## config.mk

```make
export PLATFORM = sky130hd
export DESIGN_NAME = uart_periph
export DESIGN_NICKNAME = d
export VERILOG_FILES = /design/src/hw/uart_pkg.sv /design/src/hw/baud_tick_gen.sv /design/src/hw/uart_tx.sv /design/src/hw/uart_rx.sv /design/src/hw/uart_regs.sv /design/src/hw/uart_periph.sv
export VERILOG_INCLUDE_DIRS = /design/src /design/src/hw
export SDC_FILE = /design/constraint.sdc
export NUM_CORES = 1
export LEC_CHECK = 0
export BUFFER_PORTS_ARGS = -buffer_cell sky130_fd_sc_hd__buf_4
export CORE_MARGIN = 3
export CORE_UTILIZATION = 46
export CTS_CLUSTER_DIAMETER = 200
export DETAILED_ROUTE_END_ITERATION = 10
export HOLD_SLACK_MARGIN = 0.08
export PLACE_DENSITY = 0.67
export SETUP_SLACK_MARGIN = 0.4
export SKIP_LAST_GASP = 1
export SLEW_MARGIN = 40
export SYNTH_ARGS = -nofsm -noshare
export SYNTH_HDL_FRONTEND = slang
export SYNTH_SLANG_ARGS = --single-unit
```

## constraint.sdc

```tcl
create_clock -name clk -period 1.9 [get_ports clk]
set_input_delay 0.095 -clock clk [delete_from_list [all_inputs] [get_ports clk]]
set_output_delay 0.095 -clock clk [all_outputs]
set_load 0.01 [all_outputs]
```

## src/hw/uart_cfg.svh

```systemverilog
`ifndef UART_CFG_SVH
`define UART_CFG_SVH

// bus side
`define UART_BASE_ADDR 16'hFF16   // address of register 0
`define UART_ADDR_W 16            // system bus address width

// serial side, 8N1 at a fixed rate
`define UART_CLK_FREQ 1000000     // system clock in Hz
`define UART_BAUD 9600

// clocks per serial bit, 104 at the values above
`define UART_BIT_CYCLES (`UART_CLK_FREQ / `UART_BAUD)

`endif

```

## src/hw/uart_pkg.sv

```systemverilog
`include "uart_cfg.svh"

package uart_pkg;

    typedef logic [`UART_ADDR_W-1:0] bus_addr_t;   // system bus address
    typedef logic [7:0] byte_t;                    // bus data and serial payload
    typedef logic [1:0] reg_offset_t;              // register inside the window
    typedef logic [3:0] bit_cnt_t;                 // counts up to 8 data bits

    // transmitter frame sequence
    typedef enum logic [1:0] {
        tx_idle,
        tx_start,
        tx_data,
        tx_stop
    } tx_state_t;

    // receiver frame sequence
    typedef enum logic [1:0] {
        rx_idle,
        rx_start,
        rx_data,
        rx_stop
    } rx_state_t;

endpackage

```

## src/hw/baud_tick_gen.sv

```systemverilog
`timescale 1ns/100ps
`include "uart_cfg.svh"

module baud_tick_gen (
    input  logic clk,
    input  logic reset,
    output logic tick
);

    localparam int cnt_w = $clog2(`UART_BIT_CYCLES);
    localparam logic [cnt_w-1:0] cnt_max = cnt_w'(`UART_BIT_CYCLES - 1);

    logic [cnt_w-1:0] count;
    logic             wrap;

    assign wrap = (count == cnt_max);

    // free running, never stopped once out of reset
    always_ff @(posedge clk)
    begin
        if (!reset)
        begin
            count <= '0;
            tick  <= 1'b0;
        end
        else
        begin
            count <= wrap ? '0 : count + 1'b1;
            tick  <= wrap;  // one clock wide
        end
    end

endmodule

```

## src/hw/uart_tx.sv

```systemverilog
`timescale 1ns/100ps

module uart_tx (
    input  logic           clk,
    input  logic           reset,
    input  logic           tick,
    input  uart_pkg::byte_t tx_byte,
    input  logic           tx_start,
    output logic           tx,
    output logic           tx_done
);

    import uart_pkg::*;

    tx_state_t state;
    bit_cnt_t  bit_cnt;   // data bits already on the line
    byte_t     shift;

    // byte copy, reloaded on every idle tick so the frame start takes a fresh value
    always_ff @(posedge clk)
    begin
        if (tick)
        begin
            if (state == tx_idle)
                shift <= tx_byte;
            else
                shift <= shift >> 1;  // lsb first
        end
    end

    always_ff @(posedge clk)
    begin
        if (!reset)
        begin
            state   <= tx_idle;
            bit_cnt <= '0;
            tx      <= 1'b1;
            tx_done <= 1'b0;
        end
        else
        begin
            tx_done <= 1'b0;
            if (tick)
            begin
                case (state)
                    tx_idle:
                    begin
                        if (tx_start)
                        begin
                            tx    <= 1'b0;  // start bit
                            state <= uart_pkg::tx_start;
                        end
                    end
                    uart_pkg::tx_start:
                    begin
                        tx      <= shift[0];
                        bit_cnt <= bit_cnt_t'(1);
                        state   <= tx_data;
                    end
                    tx_data:
                    begin
                        if (bit_cnt == bit_cnt_t'(8))
                        begin
                            tx    <= 1'b1;  // stop bit
                            state <= tx_stop;
                        end
                        else
                        begin
                            tx      <= shift[0];
                            bit_cnt <= bit_cnt + 1'b1;
                        end
                    end
                    tx_stop:
                    begin
                        tx_done <= 1'b1;  // end of stop bit
                        state   <= tx_idle;
                    end
                    default: state <= tx_idle;
                endcase
            end
        end
    end

endmodule

```

## src/hw/uart_rx.sv

```systemverilog
`timescale 1ns/100ps
`include "uart_cfg.svh"

module uart_rx (
    input  logic            clk,
    input  logic            reset,
    input  logic            rx,
    output uart_pkg::byte_t rx_byte,
    output logic            rx_valid
);

    import uart_pkg::*;

    localparam int cnt_w = $clog2(`UART_BIT_CYCLES);
    localparam logic [cnt_w-1:0] half_max = cnt_w'(`UART_BIT_CYCLES / 2 - 1);
    localparam logic [cnt_w-1:0] bit_max = cnt_w'(`UART_BIT_CYCLES - 1);

    logic rx_meta;
    logic rx_sync;
    logic rx_last;   // previous synchronized value, for the start edge
    logic fall;
    logic sample;

    rx_state_t        state;
    logic [cnt_w-1:0] count;   // own bit timer, restarted at the start edge
    bit_cnt_t         bit_cnt;
    byte_t            shift;

    // two-flop synchronizer, idle level is high
    always_ff @(posedge clk)
    begin
        if (!reset)
        begin
            rx_meta <= 1'b1;
            rx_sync <= 1'b1;
            rx_last <= 1'b1;
        end
        else
        begin
            rx_meta <= rx;
            rx_sync <= rx_meta;
            rx_last <= rx_sync;
        end
    end

    assign fall   = rx_last & ~rx_sync;
    assign sample = (count == bit_max);  // middle of data and stop bits

    always_ff @(posedge clk)
    begin
        if (!reset)
        begin
            state    <= rx_idle;
            count    <= '0;
            bit_cnt  <= '0;
            rx_valid <= 1'b0;
        end
        else
        begin
            rx_valid <= 1'b0;
            case (state)
                rx_idle:
                begin
                    count <= '0;
                    if (fall)
                        state <= rx_start;
                end
                rx_start:
                begin
                    if (count == half_max)
                    begin
                        count   <= '0;
                        bit_cnt <= '0;
                        state   <= rx_sync ? rx_idle : rx_data;  // glitch, not a start bit
                    end
                    else
                        count <= count + 1'b1;
                end
                rx_data:
                begin
                    if (sample)
                    begin
                        count   <= '0;
                        bit_cnt <= bit_cnt + 1'b1;
                        if (bit_cnt == bit_cnt_t'(7))
                            state <= rx_stop;
                    end
                    else
                        count <= count + 1'b1;
                end
                rx_stop:
                begin
                    if (sample)
                    begin
                        count    <= '0;
                        rx_valid <= rx_sync;  // low stop bit drops the byte
                        state    <= rx_idle;
                    end
                    else
                        count <= count + 1'b1;
                end
                default: state <= rx_idle;
            endcase
        end
    end

    // byte assembly, lsb arrives first
    always_ff @(posedge clk)
    begin
        if (state == rx_data && sample)
            shift <= {rx_sync, shift[7:1]};
        if (state == rx_stop && sample && rx_sync)
            rx_byte <= shift;
    end

endmodule

```

## src/hw/uart_regs.sv

```systemverilog
`timescale 1ns/100ps
`include "uart_cfg.svh"

module uart_regs (
    input  logic                clk,
    input  logic                reset,
    input  logic                enable,
    input  logic                write_en,
    input  uart_pkg::bus_addr_t addr,
    input  uart_pkg::byte_t     data_in,
    output uart_pkg::byte_t     data_out,
    output uart_pkg::byte_t     tx_byte,
    output logic                tx_start,
    input  logic                tx_done,
    input  uart_pkg::byte_t     rx_byte,
    input  logic                rx_valid,
    output logic                interrupt
);

    import uart_pkg::*;

    localparam bus_addr_t base_addr = bus_addr_t'(`UART_BASE_ADDR);
    localparam bus_addr_t last_addr = base_addr + bus_addr_t'(3);

    logic        hit;
    logic        wr;
    reg_offset_t offset;

    byte_t tx_cmd_reg;     // 0 requests a frame
    byte_t tx_data_reg;
    byte_t rx_status_reg;  // 1 when a byte is waiting
    byte_t rx_data_reg;
    logic  rx_valid_d;

    byte_t rd_tx_cmd;
    byte_t rd_tx_data;
    byte_t rd_rx_status;
    byte_t rd_rx_data;

    // four-byte window decode
    assign hit    = enable && (addr >= base_addr) && (addr <= last_addr);
    assign offset = reg_offset_t'(addr - base_addr);
    assign wr     = hit && write_en;

    always_ff @(posedge clk)
    begin
        if (!reset)
        begin
            tx_cmd_reg    <= 8'd1;
            tx_data_reg   <= '0;
            rx_status_reg <= '0;
            rx_data_reg   <= '0;
        end
        else
        begin
            // hardware events take priority over the bus
            if (tx_done)
                tx_cmd_reg <= 8'd1;
            else if (wr && offset == reg_offset_t'(0))
                tx_cmd_reg <= data_in;

            if (wr && offset == reg_offset_t'(1))
                tx_data_reg <= data_in;

            if (rx_valid)
                rx_status_reg <= 8'd1;
            else if (wr && offset == reg_offset_t'(2))
                rx_status_reg <= data_in;  // software clears with 0

            if (rx_valid)
                rx_data_reg <= rx_byte;  // newer byte always overwrites
        end
    end

    assign tx_byte  = tx_data_reg;
    assign tx_start = (tx_cmd_reg == '0);

    // one-cycle pulse, a register behind rx_valid
    always_ff @(posedge clk)
    begin
        if (!reset)
        begin
            rx_valid_d <= 1'b0;
            interrupt  <= 1'b0;
        end
        else
        begin
            rx_valid_d <= rx_valid;
            interrupt  <= rx_valid & ~rx_valid_d;
        end
    end

    // readback, only the selected register is nonzero
    assign rd_tx_cmd    = (hit && offset == reg_offset_t'(0)) ? tx_cmd_reg : '0;
    assign rd_tx_data   = (hit && offset == reg_offset_t'(1)) ? tx_data_reg : '0;
    assign rd_rx_status = (hit && offset == reg_offset_t'(2)) ? rx_status_reg : '0;
    assign rd_rx_data   = (hit && offset == reg_offset_t'(3)) ? rx_data_reg : '0;

    assign data_out = rd_tx_cmd | rd_tx_data | rd_rx_status | rd_rx_data;

endmodule

```

## src/hw/uart_periph.sv

```systemverilog
`timescale 1ns/100ps

module uart_periph (
    input  logic                clk,
    input  logic                reset,
    input  logic                enable,
    input  logic                write_en,
    input  uart_pkg::bus_addr_t addr,
    input  uart_pkg::byte_t     data_in,
    output uart_pkg::byte_t     data_out,
    output logic                interrupt,
    input  logic                rx,
    output logic                tx
);

    import uart_pkg::*;

    logic  tick;       // one clock per bit period
    byte_t tx_byte;
    logic  tx_start;
    logic  tx_done;
    byte_t rx_byte;
    logic  rx_valid;

    uart_regs u_regs (
        .clk       (clk),
        .reset     (reset),
        .enable    (enable),
        .write_en  (write_en),
        .addr      (addr),
        .data_in   (data_in),
        .data_out  (data_out),
        .tx_byte   (tx_byte),
        .tx_start  (tx_start),
        .tx_done   (tx_done),
        .rx_byte   (rx_byte),
        .rx_valid  (rx_valid),
        .interrupt (interrupt)
    );

    baud_tick_gen u_baud (
        .clk   (clk),
        .reset (reset),
        .tick  (tick)
    );

    uart_tx u_tx (
        .clk      (clk),
        .reset    (reset),
        .tick     (tick),
        .tx_byte  (tx_byte),
        .tx_start (tx_start),
        .tx       (tx),
        .tx_done  (tx_done)
    );

    // receiver keeps its own timing, no shared tick
    uart_rx u_rx (
        .clk      (clk),
        .reset    (reset),
        .rx       (rx),
        .rx_byte  (rx_byte),
        .rx_valid (rx_valid)
    );

endmodule

```

# After elaboration in Yosys (flattened, before gate mapping)

Cells that the tools add are included.
W data, S select, Z words.

RAM bits: 0
Input port bits: 29
Output and inout port bits: 10
Bits in read-only memories: 0
Logic and storage cells: 122
Bits in registers: 91
Bits in latches: 0
Memories: 0

Div/mod/pow operators: 0
Muxes and demuxes: 29
Shift-type cells: 0
$mul: 0
Reduce and logical (&&, ||, !) cells: 32
Order comparisons: 2
Add/subtract/negate cells: 5
Eq/ne operators: 22
Bitwise operators: 8

Operators with widths:

| kind                   | number |
|---|---|
| $mux W8                | 4 |
| $or A8 B8 Y8           | 3 |
| $mux W7                | 3 |
| $pmux W7 S3            | 1 |
| $ge A16 B16 Y1 const B | 1 |
| $le A16 B16 Y1 const B | 1 |
| $mux W2                | 8 |
| $pmux W2 S4            | 2 |
| $pmux W4 S2            | 2 |
| $reduce_and A3 Y1      | 5 |
| $add A7 B1 Y7 const B  | 2 |
| $eq A7 B7 Y1 const B   | 2 |
| $logic_and A1 B1 Y1    | 13 |
| $eq A2 B2 Y1 const B   | 6 |
| $mux W4                | 3 |
| $ne A2 B1 Y1 const B   | 6 |
| $add A4 B1 Y4 const B  | 2 |
| $logic_not A8 Y1       | 1 |
| $reduce_or A2 Y1       | 4 |
| $eq A7 B6 Y1 const B   | 1 |
| $eq A2 B1 Y1 const B   | 3 |
| $logic_not A2 Y1       | 3 |
| $reduce_bool A2 Y1     | 3 |
| $mux W1                | 5 |
| 10 further kinds       | 14 |

# Logic depth before layout (Yosys ltp)

Gate-level depths: netlist of the first run.

Word-level depth: 8
Gate-level depth with buffers: 7
Mapped depth without buffers: 6

# By module

Synthesis of the first run repeated with hierarchy kept, for this count alone.

Cells, all modules: 395
Area, all modules: 4,047.6 um^2

By module, submodules not included:

| module        | cells an instance | sequential area each (um^2) | times used | area each (um^2) |
|---|---|---|---|---|
| uart_regs     | 189               | 680.7                       | 1          | 1,684.1 |
| uart_rx       | 101               | 820.8                       | 1          | 1,241.2 |
| uart_tx       | 70                | 400.4                       | 1          | 799.5 |
| baud_tick_gen | 35                | 160.2                       | 1          | 322.8 |

# Worst setup path after synthesis of the first run

Ideal clock, no wire load.

Path kind: register -> register
Start: reg u_rx.state[0]
End: reg u_rx.shift[0], enable pin
Arrival time: 1.519 ns
Setup time: 0.383 ns
Setup slack: -0.003 ns
Stages on the path, launching flop included: 6
Path buffers: 1
Clock period less this slack: 1.903 ns
Required time: 1.517 ns
Cell sequence: dfxtp_1 inv_1 ha_1 clkbuf_1 inv_1 nor3_1

Longest elaborated chain between the ends: 2

RTL lines:

| element                | RTL line       | RTL |
|---|---|---|
| start, declared        | uart_rx.sv:24  | `rx_state_t state;` |
| start signal, assigned | uart_rx.sv:53  | `state <= rx_idle;` |
| start signal, assigned | uart_rx.sv:66  | `state <= rx_start;` |
| start signal, assigned | uart_rx.sv:74  | `state <= rx_sync ? rx_idle : rx_data;` |
| $eq A2 B2 Y1           | uart_rx.sv:110 | `if (state == rx_data && sample)` |
| $logic_and A1 B1 Y1    | uart_rx.sv:110 |  |
| end signal, assigned   | uart_rx.sv:111 | `shift <= {rx_sync, shift[7:1]};` |
| end, declared          | uart_rx.sv:27  | `byte_t shift;` |

Every way passes these cells.
A chain may end at the register's enable or synchronous reset.

# Final worst setup path of the first run

Start: reg u_rx.count[0]
End: reg u_rx.bit_cnt[3]

Longest elaborated chain between the ends: 3
Elaborated cells on any way between the ends: 5
Those cells by class: eq/ne: 4; reduce/logical: 1

RTL lines:

| element                                             | RTL line                     | RTL |
|---|---|---|
| start, declared                                     | uart_rx.sv:25                | `logic [cnt_w-1:0] count;` |
| start signal, assigned                              | uart_rx.sv:77                | `count <= count + 1'b1;` |
| start signal, assigned                              | uart_rx.sv:89                | `count <= count + 1'b1;` |
| start signal, assigned                              | uart_rx.sv:100               | `count <= count + 1'b1;` |
| $eq A7 B7 Y1 / $eq A7 B6 Y1 (equally long branches) | uart_rx.sv:47, uart_rx.sv:70 |  |
| $ne A2 B1 Y1 (no line)                              | n/a                          |  |
| $reduce_and A3 Y1 (no line) (*)                     | n/a                          |  |
| end signal, assigned                                | uart_rx.sv:84                | `bit_cnt <= bit_cnt + 1'b1;` |
| end, declared                                       | uart_rx.sv:26                | `bit_cnt_t bit_cnt;` |

Every way passes the cells marked *; elsewhere a longest branch is shown, timed or not.

==> results of run 1 <==
## kinds of logic after synthesis
family,after synthesis,synth area share (%)
DFF,91,51.2
muxes,32,8.17
xor gates and xnor gates,11,2.39
buffers and inverters,32,3.17
adders and majority gates,13,4.04
and+or+nand+nor,146,18.9
AOI/OAI and AO/OA,76,12.2
## metrics by stage
stage          power, mW  util, %  std cells  setup WS, ns  hold slack (ns)
6_report            3.80     64.7        586         0.293            0.141
5_1_grt             3.94     64.7        586         0.235            0.132
4_1_cts             3.81     61.9        579         0.289            0.129
3_5_place_dp        2.24     54.2        540        0.0529            0.281
3_3_place_gp        2.24     54.2        540         0.110            0.280
2_1_floorplan       2.16        -        401         0.285            0.196
## worst max-delay path by stage
| stage | from | endpoint | slack [ns] | cells after the start |
|---|---|---|---|---|
| floorplan | u_rx.count[1]$_SDFF_PN0_ | u_rx.bit_cnt[3]$_SDFFE_PN0P_ | 0.28 | 5 |
| global placement | addr[7] | u_regs.tx_byte[4]$_SDFFE_PN0P_ | 0.11 | 6 |
| detailed placement | addr[7] | u_regs.tx_byte[0]$_SDFFE_PN0P_ | 0.05 | 6 |
| CTS | u_regs.tx_cmd_reg[7]$_SDFFE_PP0P_ | u_tx.tx$_SDFFE_PN1P_ | 0.29 | 4 |
| global route | u_rx.count[0]$_SDFF_PN0_ | u_rx.bit_cnt[3]$_SDFFE_PN0P_ | 0.24 | 5 |
| finish | u_rx.count[0]$_SDFF_PN0_ | u_rx.bit_cnt[3]$_SDFFE_PN0P_ | 0.29 | 5 |
## placed cells by master, fill, tap and decap left out, types with 4 or more instances in the layout
| cell | n |
|---|---|
| a21oi_1 | 21 |
| a221o_1 | 9 |
| and2_1 | 6 |
| and3_1 | 5 |
| buf_4 | 57 |
| buf_6 | 12 |
| clkbuf_8 | 9 |
| dfxtp_1 | 47 |
| dfxtp_2 | 17 |
| dlygate4sd3_1 | 11 |
| edfxtp_1 | 24 |
| ha_1 | 9 |
| inv_1 | 12 |
| mux2_2 | 7 |
| mux2i_1 | 18 |
| mux2i_4 | 5 |
| nand2_1 | 28 |
| nand2b_1 | 7 |
| nand3_1 | 24 |
| nor2_1 | 26 |
| nor2b_1 | 5 |
| nor3_1 | 5 |
| nor3_2 | 7 |
| nor3_4 | 6 |
| o21a_1 | 4 |
| o21ai_0 | 22 |
| xnor2_1 | 4 |
| xor2_1 | 7 |
## report_power, final
| group | switching, mW | internal, mW | total [mW] |
|---|---|---|---|
| clock network | 0.670 | 0.871 | 1.54 |
| registers | 0.0135 | 1.99 | 2.00 |
| logic | 0.135 | 0.120 | 0.255 |
| total | 0.819 | 2.98 | 3.80 |
## final cells by class
type / instances / share of cell area [%]
Inverter: 14 / 0.969
Multi-Input combinational cell: 279 / 40.5
Sequential cell: 91 / 38.6
Timing Repair Buffer: 82 / 13.1
Clock inverter: 6 / 2.10
Clock buffer: 9 / 2.28
Tap cell: 105 / 2.42
## critical path, stage by stage, from the launching register on
cell       delay (ns)
dfxtp_4          0.37
ha_4             0.17
nand4bb_4        0.15
o21a_1           0.24
a2111o_1         0.35
a32o_1           0.22
## timing repair
action / 4_1_cts / 5_1_grt
hold endpoints to repair: 26 / 0
hold buffers: 11 / 0
resized for setup: 44 / 47
cloned: 2 / 0
pin swaps: 18 / 20
setup endpoints to repair: 40 / 49
buffers inserted: 11 / 7
## per-layer routing
metal,track usage (%),vias to the layer above,routed length [um]
met3,4.77,26,581
met2,33.1,121,4650
met1,23.0,1559,3950
met5,0,-,0
li1,-,1618,-
met4,8.51,0,320
==> metrics.yaml, run 1 <==
run_status:
  status: "finished clean"
min_path:
  min_to: "u_regs.tx_byte[7]$_SDFFE_PN0P_"
  hold_class: "primary input to register"
  hold_depth: 3
  hp-start: "reset"
placed_design:
  place_congestion: 0.882
  dp_hpwl_um: 6220
  io_buffer_count: 38
  post_dp_cell_area_um2: 4540
sta:
  rsz0062_at_grt: "yes"
  slew_violations: 0
  finalCritPeriodShare_pct: 84.6
  setup_tns_ns: 0
  relSlewSlack_pct: 61.7
  final.min_clock_period_ns: 1.61
  final_hold_viol_count: 0
  fmax_ghz: 0.622
  finClkSkew_ns: 0.00910
  worst_pin_slew_ns: 0.574
  setup_violations: 0
clocking:
  htree_levels: 3
  clk_latency_ns: 0.36
  clock_sinks: 91
  cts_inserted_buffers: 9
  cts_root_buffer: "clkbuf_8"
  clockBufferDepth: 2
  cts_tree: "yes"
  clkTransAtPathRegs_ns: 0.09
final_layout:
  stdcell_area_um2: 5430
  seq_area_um2: 2090
  multi_input_comb_area_um2: 2200
  antennaDiodeCount: 0
  n_fill_cell: 642
  nets: 519
  drive_above_1_share_pct: 33.1
  syn_to_final_growth_pct: 34.6
yosys:
  synthCells: 401
  synth_edf_count: 24
  async_flop_share_pct: 0
  yosys.area.top_type: "dfxtp_1"
  synthesis.area_um2: 4030
  syn_nets: 443
  yosys_most_used_dff: "dfxtp_1"
  synth_top_area_share_pct: 33.3
  ys_ff_latch: 91
  seq_area_frac_synth_pct: 51.2
  ys_top_cells_by_count: "dfxtp_1, nand2_1, nor2_1, nand3_1"
  avgSynthCellArea_um2: 10.1
  yosysUniqueCellTypes: 50
  synth_warnings: 0
  yosysMostFrequentCell: "dfxtp_1"
  synth_area_leaders: "dfxtp_1, edfxtp_1, mux2i_1"
routing:
  routed_wl_um: 9490
  first_iter_violations: 133
  drc: 0
  wl_per_cell_um: 16.2
  num_vias: 3324
  vias_per_cell: 5.67
  final_antenna_net_count: 0
  dr.pass1.iters: 5
floorplanning:
  die_w_um: 99.6
  coreArea_um2: 8380
  dieArea_um2: 9920
  start_util_pct: 48.1
  fp.dieH_um: 99.6
  rows: 33
  io_pins: 39
setup_path:
  rr_worst_depth: 5
  timing.rr.end: "u_rx.bit_cnt[3]$_SDFFE_PN0P_"
  arrival_ns: 1.86
  crit_fanout: 5
  crit_required_ns: 2.15
  worstSetupStartpointType: "register"
  crit_type: "register to register"
  reg2reg_from: "u_rx.count[0]$_SDFF_PN0_"
  worstSetupEndpointType: "register"
  reg2reg_slack_ns: 0.29
grt:
  grt_max_degree: 30
  antenna_found_initial: 0
  grt_pass1_vias: 3199
  grt_pass1_wl_um: 15200
  grt_usage_pct: 19.3
  grt_overflow: 0
job:
  maxCapViolCount: 0
power_and_ir_drop:
  power_density_nw_per_um2: 700
  leakage_nw: 1.99
  ir_drop_v: 0.000390
Note: power is estimated with default switching activity, not from simulation.
==> run 2, diff against run 1 <==
Settings changed: ABC_AREA from default to 1.
Clock period 1.9 ns to 1.3 ns, I/O delays scaled along.
==> metrics.yaml, run 2 <==
setup_path:
  critical_path.top_delay_family: "simple AND/OR/NAND/NOR gates"
  crit_type: "register to register"
  path_buf_inv: 3  # +3
  crit_fanout: 5  # unchanged
  arrival_ns: 1.72  # -0.14 ns
  max_stage_delay_ns: 0.36  # about the same
  worstSetupEndpointType: "register"
  crit_required_ns: 1.59  # -0.56 ns
  worstSetupStartpointType: "register"
  worstPathCellList: "ha_4, nand2_4, inv_2, nand4_1, buf_6, nand2_4, nand3b_1, buf_4, nand2_1, nand2_1, nor2_1"
  crit_slowest_cell: "dfxtp_2"
floorplanning:
  coreArea_um2: 8420  # +0.49%
  die_w_um: 100  # +0.58%
  start_util_pct: 48.4  # +0.36 points
  dieArea_um2: 10000  # +1.2%
  io_pins: 39  # unchanged
  fp.dieH_um: 100  # +0.58%
  rows: 33  # unchanged
clocking:
  htree_levels: 3  # unchanged
  clockBufferDepth: 2  # unchanged
  clock_sinks: 91  # unchanged
  clkTransAtPathRegs_ns: 0.10  # about the same
  cts_inserted_buffers: 9  # unchanged
  cts_root_buffer: "clkbuf_8"
  clk_latency_ns: 0.36  # about the same
  cts_tree: "yes"
yosys:
  synth_edf_count: 24  # unchanged
  synth_warnings: 0  # unchanged
  synth_area_leaders: "dfxtp_1, edfxtp_1, nand2_1"
  avgSynthCellArea_um2: 7.91  # -21%
  yosys.area.top_type: "dfxtp_1"
  syn_nets: 558  # +26%
  yosys_most_used_dff: "dfxtp_1"
  yosysMostFrequentCell: "nand2_1"
  seq_area_frac_synth_pct: 50.5  # -0.63 points
  synth_top_area_share_pct: 32.9  # -0.41 points
  synthesis.area_um2: 4080  # +1.2%
  synthCells: 516  # +29%
  ys_ff_latch: 91  # unchanged
  yosysUniqueCellTypes: 35  # -30%
  async_flop_share_pct: 0  # unchanged
  ys_top_cells_by_count: "nand2_1, nor2_1, dfxtp_1, inv_1, nand3_1"
grt:
  antenna_found_initial: 0  # unchanged
  grt_overflow: 0  # unchanged
  grt_pass1_wl_um: 16600  # +9.3%
  grt_max_degree: 20  # -33%
  grt_usage_pct: 20.6  # +1.3 points
  grt_pass1_vias: 3682  # +15%
final_layout:
  antennaDiodeCount: 0  # unchanged
  final_common_cell: "nand2_1"
  drive_above_1_share_pct: 43.8  # +11 points
  multi_input_comb_area_um2: 2310  # +5.4%
  n_fill_cell: 601  # -6.4%
  syn_to_final_growth_pct: 49.3
  seq_area_um2: 2100  # about the same
  nets: 674  # +30%
  mostFrequentLayoutCells: "nand2_1, buf_4, nor2_1, dfxtp_1, inv_1"
routing:
  drc: 0  # unchanged
  dr.pass1.iters: 4  # -1
  routed_wl_um: 10500  # +11%
  num_vias: 3782  # +14%
  vias_per_cell: 5.10  # -10%
  first_iter_violations: 126  # -5.3%
  final_antenna_net_count: 0  # unchanged
  wl_per_cell_um: 14.2  # -12%
sta:
  final.min_clock_period_ns: 1.44  # -0.171 ns
  finalCritPeriodShare_pct: 110  # +26 points
  slew_violations: 0  # unchanged
  setup_tns_ns: -2.67  # -2.67 ns
  setup_ws_ns: -0.135  # -0.429 ns
  rsz0062_at_grt: "yes"
  setup_violations: 32  # +32
  worst_pin_slew_ns: 0.401  # -0.173 ns
  finClkSkew_ns: 0.0101  # +0.00105 ns
  fmax_ghz: 0.697  # +12%
  final_hold_viol_count: 0  # unchanged
  relSlewSlack_pct: 73.2  # +12 points
power_and_ir_drop:
  power_density_nw_per_um2: 959  # +37%
  leakage_nw: 2.71  # +36%
  ir_drop_v: 0.000660  # +69%
placed_design:
  place_congestion: 0.864  # -2.0%
  dp_hpwl_um: 6770  # +8.9%
  io_buffer_count: 38  # unchanged
  dp_worst_setup_slack_ns: -0.127  # -0.179 ns
job:
  maxCapViolCount: 0  # unchanged
run_status:
  violations: "negative setup slack"
  status: "complete, but fails checks"
min_path:
  hold_class: "primary input to register"
[run 2: cells by family (layout without fill, tap and decap cells)]
family / Yosys count / count (layout) / synth area share (%)
and+or+nand+nor: 274 / 275 / 29.0
DFF: 91 / 91 / 50.5
buffers and inverters: 84 / 204 / 8.06
AOI/OAI and AO/OA: 48 / 48 / 7.08
adders and majority gates: 13 / 13 / 3.99
xor gates and xnor gates: 6 / 6 / 1.29
[run 2: cell type report]
cell class | count | area share, %
Timing Repair Buffer | 113 | 16.9
Tap cell | 105 | 2.16
Inverter | 74 | 5.32
Clock inverter | 7 | 1.17
Sequential cell | 91 | 34.4
Multi-Input combinational cell | 342 | 38.0
Clock buffer | 9 | 2.03
Timing Repair inverter | 1 | 0.0616
[run 2: power by group]
| group | switching [mW] | internal, mW | total [mW] |
|---|---|---|---|
| Sequential | 0.0449 | 2.93 | 2.98 |
| Combinational | 0.510 | 0.455 | 0.965 |
| Clock | 1.13 | 0.767 | 1.90 |
[run 2: path summary, 6_finish.rpt]
check | start | slack (ns) | depth (start not counted) | to
setup / recovery | u_rx.count[0]$_SDFF_PN0_ | -0.14 | 11 | u_rx.state[0]$_SDFFE_PN0P_
hold / removal | reset | 0.1 | 4 | u_regs.rx_status_reg[0]$_SDFFE_PN0P_
hold reg to reg | u_regs.rx_valid_d$_SDFF_PN0_ | 0.39 | 1 | u_regs.interrupt$_SDFF_PN0_
setup reg to reg | u_rx.count[0]$_SDFF_PN0_ | -0.14 | 11 | u_rx.state[0]$_SDFFE_PN0P_
[run 2: timing repair]
item / in CTS / in global routing
gates cloned: 1 / 1
pin swaps: 37 / 57
hold endpoints to repair: 29 / 0
endpoints found under the setup margin: 72 / 99
gates resized for setup: 63 / 85
buffers inserted: 13 / 14
hold buffers: 13 / 0
[run 2: through the flow]
stage	utilization, %	power (mW)	hold slack, ns	cells	area (um^2)
6_report	72.3	5.84	0.0993	742	6090
3_5_place_dp	59.8	3.66	0.258	684	5030
4_1_cts	67.1	5.75	0.0880	727	5650
3_3_place_gp	59.8	3.63	0.254	684	5030
5_1_grt	72.3	6.11	0.130	742	6090
2_1_floorplan	-	3.40	0.172	516	4420
[run 2: routing by layer]
layer  vias to the layer above  routed length (um)  part of all wire (%)  GRT usage [%]
met5                         -                   0                     0              0
met4                         0                 277                   2.6           8.39
met3                        26                 434                   4.1           3.41
met1                      1775                4400                    42           25.7
li1                       1907                   -                     -              -
met2                        74                5400                    51           35.5
[run 2: worst min-delay path: cells and delay by family]
kind          cells  cell delay, ns
buf+inv           3            0.28
simple gates      1            0.07
==> run 3, diff against run 2 <==
Settings changed: ABC_AREA 1 to default, PLACE_DENSITY 0.67 to default.
Clock period 1.3 ns to 1.5 ns, I/O delays scaled along.
==> metrics.yaml, run 3 (synthesis results as in run 1) <==
run_status:
  status: "complete, but fails checks"
  violations: "negative setup slack"
final_layout:
  nets: 561  # -17%
  syn_to_final_growth_pct: 48.4
  drive_above_1_share_pct: 45.4  # +1.6 points
  n_fill_cell: 593  # -1.3%
  mostFrequentLayoutCells: "buf_4, dfxtp_1, nand2_1, nor2_1, edfxtp_1"
  final_common_cell: "buf_4"
  antennaDiodeCount: 0  # unchanged
sta:
  setup_ws_ns: -0.114  # +0.0213 ns
  fmax_ghz: 0.620  # -11%
  relSlewSlack_pct: 69.4  # -3.9 points
  final_hold_viol_count: 0  # unchanged
  worst_pin_slew_ns: 0.456  # +0.0551 ns
  setup_violations: 30  # -6.3%
  finClkSkew_ns: 0.00743  # -0.00272 ns
  rsz0062_at_grt: "yes"
  finalCritPeriodShare_pct: 108  # -2.8 points
  slew_violations: 0  # unchanged
  final.min_clock_period_ns: 1.61  # +0.179 ns
  holdWs_ns: 0.185  # +0.0860 ns
job:
  maxCapViolCount: 0  # unchanged
min_path:
  hp-start: "reset"
  min_to: "u_rx.rx_meta$_SDFF_PN1_"
  hold_depth: 3  # -1
  hold_class: "primary input to register"
placed_design:
  dp_worst_setup_slack_ns: -0.188  # -0.0612 ns
  io_buffer_count: 38  # unchanged
  place_congestion: 0.828  # -4.1%
  dp_hpwl_um: 6770  # about the same
routing:
  drc: 0  # unchanged
  vias_per_cell: 5.48  # +7.5%
  dr.pass1.iters: 4  # unchanged
  routed_wl_um: 10500  # -0.31%
  num_vias: 3447  # -8.9%
  final_antenna_net_count: 0  # unchanged
  wl_per_cell_um: 16.7  # +18%
  first_iter_violations: 103  # -18%
power_and_ir_drop:
  power_density_nw_per_um2: 739  # -23%
  p_clk_share_pct: 33.8  # +1.3 points
  internal-power_mw: 3.31  # -20%
  p_sw_mw: 1.11  # -34%
  swShare_pct: 25.1  # -3.8 points
  p_comb_share_pct: 9.0  # -7.5 points
  seqPwrFrac_pct: 57.2  # +6.3 points
  leakage_nw: 2.23  # -18%
  ir_drop_v: 0.000474  # -28%
clocking:
  cts_inserted_buffers: 9  # unchanged
  cts_tree: "yes"
  clockBufferDepth: 2  # unchanged
  clk_latency_ns: 0.36  # about the same
  clkTransAtPathRegs_ns: 0.09  # about the same
  cts_root_buffer: "clkbuf_8"
  htree_levels: 3  # unchanged
  clock_sinks: 91  # unchanged
setup_path:
  worstSetupEndpointType: "register"
  reg2reg_slack_ns: -0.11  # +0.02 ns
  worstPathCellList: "ha_4, nand4bb_4, o21a_1, or4_1, a21oi_1"
  crit_type: "register to register"
  rr_worst_depth: 5  # -6
  max_stage_delay_ns: 0.48  # +0.12 ns
  reg2reg_from: "u_rx.count[0]$_SDFF_PN0_"
  path_buf_inv: 0  # -3
  timing.rr.end: "u_rx.bit_cnt[1]$_SDFFE_PN0P_"
  crit_required_ns: 1.79  # +0.20 ns
  critical_path.top_delay_family: "simple AND/OR/NAND/NOR gates"
  crit_slowest_cell: "or4_1"
  worstSetupStartpointType: "register"
  arrival_ns: 1.90  # +0.18 ns
  crit_path_start: "u_rx.count[0]$_SDFF_PN0_"
  crit_fanout: 3  # -2
grt:
  grt_pass1_vias: 3503  # -4.9%
  grt_pass1_wl_um: 17300  # +4.0%
  grt_usage_pct: 22.1  # +1.5 points
  antenna_found_initial: 0  # unchanged
  grt_overflow: 0  # unchanged
  grt_max_degree: 29  # +45%
floorplanning:
  coreArea_um2: 8380  # -0.49%
  die_w_um: 99.6  # -0.58%
  dieArea_um2: 9920  # -1.2%
  fp.dieH_um: 99.6  # -0.58%
  io_pins: 39  # unchanged
  start_util_pct: 48.1  # -0.36 points
  rows: 33  # unchanged
==> run 3: changes by cell type in the layout (fill, tap and decap cells not counted), sizes merged, moves of 9 or more <==
cell and change:
a21oi +10, a221o +9, buf +15, inv -57, mux2i +25, nand2 -93, nand3 -17, nand4 -10
nor2 -54, nor3 +13
==> run 3: how the worst max path moves through the flow <==
stage                                              end  slack (ns)  cells after the start
after global placement                     data_out[1]       -0.15                      7
final                     u_rx.bit_cnt[1]$_SDFFE_PN0P_       -0.11                      5
after detailed placement                   data_out[0]       -0.19                      7
after floorplan           u_rx.bit_cnt[3]$_SDFFE_PN0P_       -0.12                      5
after global routing      u_rx.bit_cnt[0]$_SDFFE_PN0P_       -0.21                      7
after CTS                                  data_out[1]        -0.1                      5
==> run 3: routing by layer <==
layer	vias up	GRT usage (%)	share of wire [%]
met5	-	0	0
met2	80	37.3	49
met4	0	7.46	1.9
li1	1699	-	-
met1	1647	27.9	45
met3	21	5.26	4.1
==> run 3: layout make-up <==
class / count / area [um^2] / share of cell area, %
Timing Repair Buffer: 125 / 1120 / 18.7
Multi-Input combinational cell: 278 / 2410 / 40.3
Tap cell: 105 / 131 / 2.20
Inverter: 14 / 57.6 / 0.963
Sequential cell: 91 / 2100 / 35.1
Clock inverter: 6 / 41.3 / 0.691
Clock buffer: 10 / 128 / 2.13
==> run 3: power groups by stage <==
stage	registers, mW	clock network, mW	logic, mW
2_1_floorplan	2.59	0	0.148
5_1_grt	2.53	1.65	0.437
3_5_place_dp	2.59	0	0.298
3_3_place_gp	2.58	0	0.291
4_1_cts	2.53	1.54	0.361
6_report	2.53	1.49	0.399
==> run 3: timing repair <==
action	4_1_cts	5_1_grt
gates cloned	2	1
buffers inserted	18	8
endpoints found under the setup margin	91	77
pin swaps	30	20
hold buffers	9	0
gates resized for setup	54	56
hold endpoints to repair	25	0
==> run 3: stage by stage <==
stage / setup TNS [ns] / std cells / util, % / power, mW / area, um^2
2_1_floorplan: -1.58 / 401 / - / 2.73 / 4290
3_3_place_gp: -2.96 / 575 / 59.3 / 2.88 / 4970
3_5_place_dp: -3.82 / 575 / 59.3 / 2.88 / 4970
4_1_cts: -0.993 / 620 / 67.3 / 4.43 / 5640
5_1_grt: -3.95 / 629 / 71.3 / 4.62 / 5980
6_report: -1.75 / 629 / 71.3 / 4.42 / 5980
==> run 3: worst min-delay path, delay by kind of cell <==
kind	cells	cell delay, ns
AND/OR/NAND/NOR	1	0.10
buffers and inverters	2	0.33
